<file path="src/hw/lmem_defs.svh">
`ifndef LMEM_DEFS_SVH
`define LMEM_DEFS_SVH

// host side widths
`define LMEM_DATA_W 64
`define LMEM_ADDR_W 27
`define LMEM_BE_W 8

// host words per 512-bit memory line
`define LMEM_LANES 8

// cycles to wait on waitrequest or readdatavalid
`define LMEM_TIMEOUT 64
`define LMEM_TMO_W 7

// apb register map
`define LMEM_REG_CTRL 8'h00
`define LMEM_REG_ADDR 8'h08
`define LMEM_REG_WDATA 8'h10
`define LMEM_REG_RDATA 8'h18
`define LMEM_REG_STATUS 8'h20

`endif
</file>
<file path="src/hw/lmem_csr_pkg.sv">
`include "lmem_defs.svh"

package lmem_csr_pkg;

  // control word, written by the host at LMEM_REG_CTRL
  typedef struct packed {
    logic [44:0]           rsvd_hi;    // 63:19
    logic [2:0]            word_sel;   // lane of the read line
    logic [3:0]            rsvd_lo;    // 15:12
    logic [`LMEM_BE_W-1:0] byteenable; // per host word, replicated
    logic                  b_read;
    logic                  b_write;
    logic                  a_read;
    logic                  a_write;
  } lmem_ctrl_t;

  // status word, read by the host at LMEM_REG_STATUS
  // timeouts are sticky until the next command to that channel
  typedef struct packed {
    logic [56:0] rsvd;
    logic        b_busy;
    logic        b_read_timeout;
    logic        b_write_timeout;
    logic        a_busy;
    logic        a_read_timeout;
    logic        a_write_timeout;
    logic        data_valid;
  } lmem_status_t;

endpackage

</file>
<file path="src/hw/lmem_apb_regs.sv">
`include "lmem_defs.svh"

module lmem_apb_regs import lmem_csr_pkg::*; (
  input  logic                    Clk_400,
  input  logic                    arst_n,
  input  logic [7:0]              paddr,
  input  logic                    psel,
  input  logic                    penable,
  input  logic                    pwrite,
  input  logic [`LMEM_DATA_W-1:0] pwdata,
  output logic [`LMEM_DATA_W-1:0] prdata,
  output logic                    pready,
  output logic                    pslverr,
  output logic                    cmd_valid,
  output lmem_ctrl_t              cmd_ctrl,
  output logic [`LMEM_ADDR_W-1:0] cmd_address,
  output logic [`LMEM_DATA_W-1:0] cmd_wdata,
  input  logic [`LMEM_DATA_W-1:0] host_rdata,
  input  lmem_status_t            host_status
);

  lmem_ctrl_t new_ctrl;
  logic       acc;
  logic       off_ok;
  logic       ctrl_wr;
  logic       a_busy;
  logic       b_busy;
  logic       chan_busy;
  logic       ctrl_ok;

  assign pready   = 1'b1; // no wait states
  assign acc      = psel & penable;
  assign new_ctrl = lmem_ctrl_t'(pwdata);
  assign ctrl_wr  = acc & pwrite & (paddr == `LMEM_REG_CTRL);

  // a command still in flight to local_mem counts as busy too
  assign a_busy = host_status.a_busy | (cmd_valid & (cmd_ctrl.a_write | cmd_ctrl.a_read));
  assign b_busy = host_status.b_busy | (cmd_valid & (cmd_ctrl.b_write | cmd_ctrl.b_read));

  assign chan_busy = ((new_ctrl.a_write | new_ctrl.a_read) & a_busy) |
                     ((new_ctrl.b_write | new_ctrl.b_read) & b_busy);
  assign ctrl_ok   = ctrl_wr & ~chan_busy;

  assign pslverr = acc & (~off_ok | (ctrl_wr & chan_busy));

  always_comb begin
    off_ok = 1'b1;
    case (paddr)
      `LMEM_REG_CTRL:   prdata = cmd_ctrl;
      `LMEM_REG_ADDR:   prdata = {{(`LMEM_DATA_W-`LMEM_ADDR_W){1'b0}}, cmd_address};
      `LMEM_REG_WDATA:  prdata = cmd_wdata;
      `LMEM_REG_RDATA:  prdata = host_rdata;
      `LMEM_REG_STATUS: prdata = host_status;
      default: begin
        prdata = '0;
        off_ok = 1'b0;
      end
    endcase
  end

  always_ff @(posedge Clk_400 or negedge arst_n) begin
    if (!arst_n) begin
      cmd_valid   <= 1'b0;
      cmd_ctrl    <= '0;
      cmd_address <= '0;
      cmd_wdata   <= '0;
    end else begin
      cmd_valid <= ctrl_ok; // one pulse per accepted control write
      if (ctrl_ok)
        cmd_ctrl <= new_ctrl;
      if (acc && pwrite && paddr == `LMEM_REG_ADDR)
        cmd_address <= pwdata[`LMEM_ADDR_W-1:0];
      if (acc && pwrite && paddr == `LMEM_REG_WDATA)
        cmd_wdata <= pwdata;
    end
  end

  // access phase always follows a setup phase
  a_penable_after_psel: assert property (
    @(posedge Clk_400) disable iff (!arst_n)
    $rose(penable) |-> $past(psel)
  );

endmodule

</file>
<file path="config.mk">
export PLATFORM = sky130hd
export DESIGN_NAME = lmem_apb_regs
export DESIGN_NICKNAME = d
export VERILOG_FILES = /design/src/hw/lmem_csr_pkg.sv /design/src/hw/lmem_apb_regs.sv
export VERILOG_INCLUDE_DIRS = /design/src /design/src/hw
export SDC_FILE = /design/constraint.sdc
export NUM_CORES = 1
export LEC_CHECK = 0
export ABC_AREA = 0
export BUFFER_PORTS_ARGS = -buffer_cell sky130_fd_sc_hd__buf_2
export CORE_AREA = 2 2 164 166
export CTS_BUF_LIST = sky130_fd_sc_hd__clkbuf_16
export DETAILED_ROUTE_END_ITERATION = 7
export DIE_AREA = 0 0 166 168
export HOLD_SLACK_MARGIN = 0.08
export PLACE_DENSITY = 0.6
export SYNTH_ARGS = -nofsm -noshare
export SYNTH_HDL_FRONTEND = slang
export SYNTH_SLANG_ARGS = --single-unit
</file>
<file path="constraint.sdc">
create_clock -name Clk_400 -period 1.93 [get_ports Clk_400]
set_input_delay 0.2895 -clock Clk_400 [delete_from_list [all_inputs] [get_ports Clk_400]]
set_output_delay 0.2895 -clock Clk_400 [all_outputs]
set_load 0.05 [all_outputs]
</file>
* After elaboration in Yosys (flattened, before gate mapping)
Cells that the tools add are included.
** Operators by class
- Bitwise logic cells :: 20
- Div/mod/pow operators :: 0
- Magnitude comparators :: 0
- Muxes and demuxes :: 2
- Reduce and logical (&&, ||, !) cells :: 5
- Eq/ne operators :: 4
- Shift operators :: 0
- Add/sub/neg operators :: 0
- $mul :: 0
** Operators by type and width (count)
- $pmux W64 S5 :: 1
- $eq A8 B5 Y1 const B :: 2
- $and A1 B1 Y1 :: 10
- $eq A8 B4 Y1 const B :: 1
- $eq A8 B6 Y1 const B :: 1
- $logic_not A8 Y1 :: 1
- $or A1 B1 Y1 :: 8
- $reduce_or A5 Y1 :: 1
- $logic_and A1 B1 Y1 :: 3
- $not A1 Y1 :: 2
- $mux W1 :: 1
** Word-level totals
- Memories kept :: 0
- Latch bits :: 0
- Bits in registers :: 156
- Input bits :: 205
- Memory bits (read-only) :: 0
- Word-level logic and storage cells :: 42
- RAM bits :: 0
- Output and inout port bits :: 222

* Longest topological paths before layout
- Depth in word-level cells :: 8
- Depth in mapped cells :: 7
- Mapped depth without buffers :: 4

* Worst setup path after synthesis
Ideal clock, no wire load.
- Path type :: input port to output port
- From :: in paddr[1]
- To :: out prdata[3]
- Arrival time :: 2.412 ns
- Stages on the path :: 5
- Data required time :: 1.640 ns
- Setup slack :: -0.772 ns
- Buffers on the path :: 1
- Cells stage by stage :: or3_1 > buf_2 > nor3b_2 > a22oi_1 > o21ai_0
** Between the ends
- Cells in the longest elaborated chain, start to end :: 2
- Elaborated cells on any way between the ends :: 6
- Classes of those cells :: eq/ne (4); mux (1); reduce/logical (1)
** Ends and longest elaborated chain
- start: declaration :: line lmem_apb_regs.sv:6 : input logic [7:0] paddr,
- $eq A8 B6 Y1 (tied with other cells) :: line lmem_apb_regs.sv:48 : case (paddr)
- $pmux W64 S5 (*) :: line lmem_apb_regs.sv:48
- end: declaration :: line lmem_apb_regs.sv:11 : output logic [`LMEM_DATA_W-1:0] prdata,
Mark *: on every way between the ends. The rest lies on a longest branch, timed or not.

* Final worst setup path
- From :: in paddr[0]
- To :: out prdata[56]
The elaborated chain is that of the path after synthesis.

==> results.md <==
Floorplan:
- In this run the standard cell core region covers 26350 um^2.
- The number of cell rows is 60.
- The die is 166 um wide.
- From bottom edge to top edge, the die measures about 170 um.
- The initial utilization of the core area, before any placement, comes to roughly 30%.
- The number of I/O pins is approximately 430.
- The total die area is 27890 um^2.

Place:
- The final weighted congestion in routability-driven placement is ~0.83.
- Counting tap cells, the placed design contains a total of 1386 instances.
- The final HPWL from detailed placement is 21550 um.
- The count of buffers from port buffering is approximately 430.

Pwr:
- The clock network burns 43.9% of the power.
- IR analysis of the VDD net gives a maximum drop of 0.4126 mV.
- The combinational fraction of design power is 12.2%.
- The net switching fraction of the power is 28.85%.
- The analysis attributes to cell leakage a power of around 0.0067 uW.
- The power share of the sequential group is between 40% and 50%.
- Power comes to 7640 uW.
- The total power per unit cell area is 568.3 nW/um^2.
- The internal power consumption is 5436 uW.
- The switching component of the power is between 2000 and 2500 uW.

GRT:
- The met3 global-route usage is between 5 and 6%.
- The routing usage on met2 is 37.52%.
- Global routing consumed, on the met1 layer, 24.66% of the routing resources.
- The number of global-route vias before repair is roughly 7800.
- The first global-routing pass estimated 46020 um of wire.
- Global routing finished with a remaining overflow of 0.
- The number of antenna violations at the first check in global routing was 4.
- The global-route usage over all layers is 21.07%.
- The global routing stage identified its most utilized layer as met2.
- The pin count of the biggest net entering global routing is 44.

Timing:
- For this run, the top clock speed supported by timing is 437.7 MHz.
- Setup repair after global routing could not meet its margin everywhere.
- The hold slack is roughly 0.10 ns.
- The shortest clock period the worst path allows after layout is 2.285 ns.
- For the pin with the worst max-slew slack, the measured transition is 0.7412 ns.
- The worst setup skew after layout is 0.01273 ns.
- Setup violations remaining at the end of the flow were counted as 77.
- The hold violation count in the final report was 0.
- The remaining max-slew budget at the tightest pin is 50.58%.
- In the post-route analysis, the smallest setup slack over all paths is -0.3549 ns.
- The final period utilization is 118.4%.
- The number of pins with negative max-slew slack in the final report is 0.
- In the final timing run, aggregate negative setup slack is -19.60 ns.

Detailed routing:
- Once detail routing completed, the nets flagged for antenna violations numbered 0.
- After detailed routing, the average wire length per cell comes to roughly 22 um.
- The aggregate routed wire length is 31900 um.
- After detailed routing, the number of remaining DRC violations is 0.
- Before antenna repair, the detailed router went through 5 iterations.
- After detailed routing, the number of vias per cell comes to 5.228.
- For this block, the via count after detailed routing is approximately 7600.
- For this block, the initial DRC count from the detailed router was 335.

Clock tree:
- TritonCTS built the clock tree.
- The longest clock path from root to sink contains 2 buffers.
- In this run the clock root is driven by a sky130_fd_sc_hd__clkbuf_16.
- The clock-pin slew reported for the worst setup and hold paths after clock tree synthesis is 0.07 ns.
- For the worst-skew pair, the clock arrives at the later sink with an insertion delay of between 0.4 and 0.5 ns.
- The clock sink total is 156.
- The H-tree was split into 4 levels.
- The CTS buffer count is 17.

Cells and area:
- The finished layout holds roughly 1500 standard cells, fillers aside.
- Leaving out fill and tap cells, the most frequent cell in the layout is sky130_fd_sc_hd__buf_2.
- In the layout the commonest cells are sky130_fd_sc_hd__buf_2 (357), sky130_fd_sc_hd__dfrtp_1 (152), sky130_fd_sc_hd__mux2_4 (64).
- The relative area change from synthesis to final layout is 71.44%.
- Counting the fill cells in the layout gives about 2300.
- The final net count is about 1300.
- The fraction of final layout cells with drive strength greater than 1 is 70.54%.
- The final core area utilization is 51.02%.

Hold path:
- The number of instances on the worst hold path is 2.
- The worst min-delay path category is input port to register.
- The worst hold path terminates at cmd_wdata[59].
- The worst hold path startpoint is pwdata[59].

Synth:
- For this run, the number of Yosys warnings is 0.
- In this run, synthesis produced a sequential element count of 156.
- In this run the mean area of a mapped cell was 12.73 um^2.
- The number of cells produced by synthesis is 616.
- The post-synthesis cell type count is 30.
- Of the synthesized area, sequential elements account for around 50%.
- The mapped netlist covers 7841 um^2.
- The total nets after synthesis is 821.

Job:
- The tool flagged a number of max-cap violations equal to 0.

Worst setup path:
- Traced cell by cell, the critical path runs through buf_6, or3_4, nor3b_4, buf_6, nor2b_4, buf_12, buf_12, a221o_2, buf_12.
- Setup slack on the worst reg-to-reg path comes out at -0.05 ns.
- For the worst setup path, the data required time is approximately 1.6 ns.
- Measured in cells, the most critical reg-to-reg path has a length of 7.
- The worst setup path is captured at an output pin.
- The maximum fanout encountered on the critical timing path is 6.
- The startpoint type of the worst setup path is an input port.
- The critical path class is input port to output pin.
- Counting stages on the worst path, the most repeated cell is sky130_fd_sc_hd__buf_12.
- The worst register-to-register path begins at cmd_ctrl[1].
- For this design, the slowest cell found on the critical path is sky130_fd_sc_hd__or3_4.
- The endpoint identified for the worst register-to-register timing path is cmd_ctrl[25].
- The data arrival time of the critical path is 2.00 ns.
- For this run, the slowest stage of the critical path takes 0.43 ns.

Outcome:
- The run finished, with violations left.
- The checks that failed: negative setup slack.
[how the worst max path moves through the flow]
stage             start    endpoint  slack [ns]  depth (start not counted)
5_1_grt        paddr[0]  prdata[56]       -0.38                          9
3_3_place_gp   paddr[1]  prdata[60]       -0.46                          7
2_1_floorplan  paddr[1]  prdata[27]       -0.27                          7
4_1_cts        paddr[1]  prdata[56]       -0.29                          8
3_5_place_dp   paddr[1]  prdata[49]       -0.50                          7
6_report       paddr[0]  prdata[56]       -0.35                          9
[cell usage after synthesis]
cell type	n	area, um^2
sky130_fd_sc_hd__a2111oi_0	1	8.760
sky130_fd_sc_hd__a221o_1	37	370.4
sky130_fd_sc_hd__a22o_1	2	17.52
sky130_fd_sc_hd__a22oi_1	91	683.2
sky130_fd_sc_hd__a41oi_1	1	8.760
sky130_fd_sc_hd__and2_0	1	6.260
sky130_fd_sc_hd__and3_1	3	18.77
sky130_fd_sc_hd__buf_2	12	60.06
sky130_fd_sc_hd__buf_4	11	82.58
sky130_fd_sc_hd__buf_6	5	56.30
sky130_fd_sc_hd__clkbuf_1	29	108.9
sky130_fd_sc_hd__conb_1	1	3.750
sky130_fd_sc_hd__dfrtp_1	156	3904
sky130_fd_sc_hd__inv_2	1	3.750
sky130_fd_sc_hd__mux2_1	109	1227
sky130_fd_sc_hd__mux2_2	71	799.5
sky130_fd_sc_hd__nand2_1	1	3.750
sky130_fd_sc_hd__nand2b_1	1	6.260
sky130_fd_sc_hd__nand4_2	1	12.51
sky130_fd_sc_hd__nor2_1	39	146.4
sky130_fd_sc_hd__nor2b_1	1	6.260
sky130_fd_sc_hd__nor3_1	3	15.01
sky130_fd_sc_hd__nor3b_2	1	12.51
sky130_fd_sc_hd__nor3b_4	1	18.77
sky130_fd_sc_hd__nor4_1	1	6.260
sky130_fd_sc_hd__nor4_4	1	21.27
sky130_fd_sc_hd__nor4b_2	2	30.03
sky130_fd_sc_hd__o21ai_0	3	15.01
sky130_fd_sc_hd__o22ai_1	28	175.2
sky130_fd_sc_hd__or3_1	2	12.51
[worst max-delay path: cells and delay by family]
family	cells	cell delay, ns
AO/OA/AOI/OAI	1	0.21
AND/OR/NAND/NOR	3	0.82
buffers and inverters	5	0.67
[layout make-up]
class / instances / area (um^2) / area share, %
diodes: 3 / 7.507 / 0.05585
clock buffers: 17 / 425.4 / 3.165
clock inverters: 15 / 171.4 / 1.275
inverters: 1 / 3.754 / 0.02792
multi-input cells: 402 / 4522 / 33.64
flip-flops and latches: 156 / 3909 / 29.08
well taps: 341 / 426.7 / 3.174
repair buffers: 519 / 3978 / 29.59
[flip-flops by register name (all words and copies together) (netlist names)]
| signal | flops |
|---|---|
| cmd_wdata | 64 |
| cmd_ctrl | 64 |
| cmd_valid | 1 |
| cmd_address | 27 |
[power groups by stage]
stage / logic, uW / clock network (uW) / registers (uW)
after floorplan: 203 / 0 / 3550
after global placement: 835 / 0 / 3410
after detailed placement: 845 / 0 / 3410
after CTS: 901 / 3440 / 3350
after global routing: 994 / 3620 / 3350
final: 935 / 3360 / 3350
[layer usage]
layer / vias to the layer above / wire, um
li1: 3383 / -
met4: 2 / 959
met3: 56 / 2029
met5: - / 12
met1: 3831 / 12740
met2: 330 / 16160
[timing repair]
action	CTS	global route
setup endpoints to repair	129	129
resized for setup	194	85
hold endpoints to repair	40	0
gates cloned	5	11
buffers inserted	8	8
pin swaps	12	17
hold buffers	7	0
[through the flow]
step / worst slack, ns / instance area, um^2
finish: -0.3549 / 13440
global route: -0.3827 / 13440
CTS: -0.2905 / 12870
detailed placement: -0.5038 / 11300
global placement: -0.4602 / 11300
floorplan: -0.2747 / 8269
[cell families (layout without fill, tap and decap cells)]
logic type / after synthesis / after routing / share of synthesized area (%)
AO/OA/AOI/OAI: 163 / 163 / 16.31
flip-flops: 156 / 156 / 49.78
other: 1 / 4 / 0.04782
buffers and inverters: 58 / 552 / 3.973
multiplexers: 180 / 180 / 25.85
AND/OR/NAND/NOR: 58 / 58 / 4.037
Power figures use the tool's default switching activity.
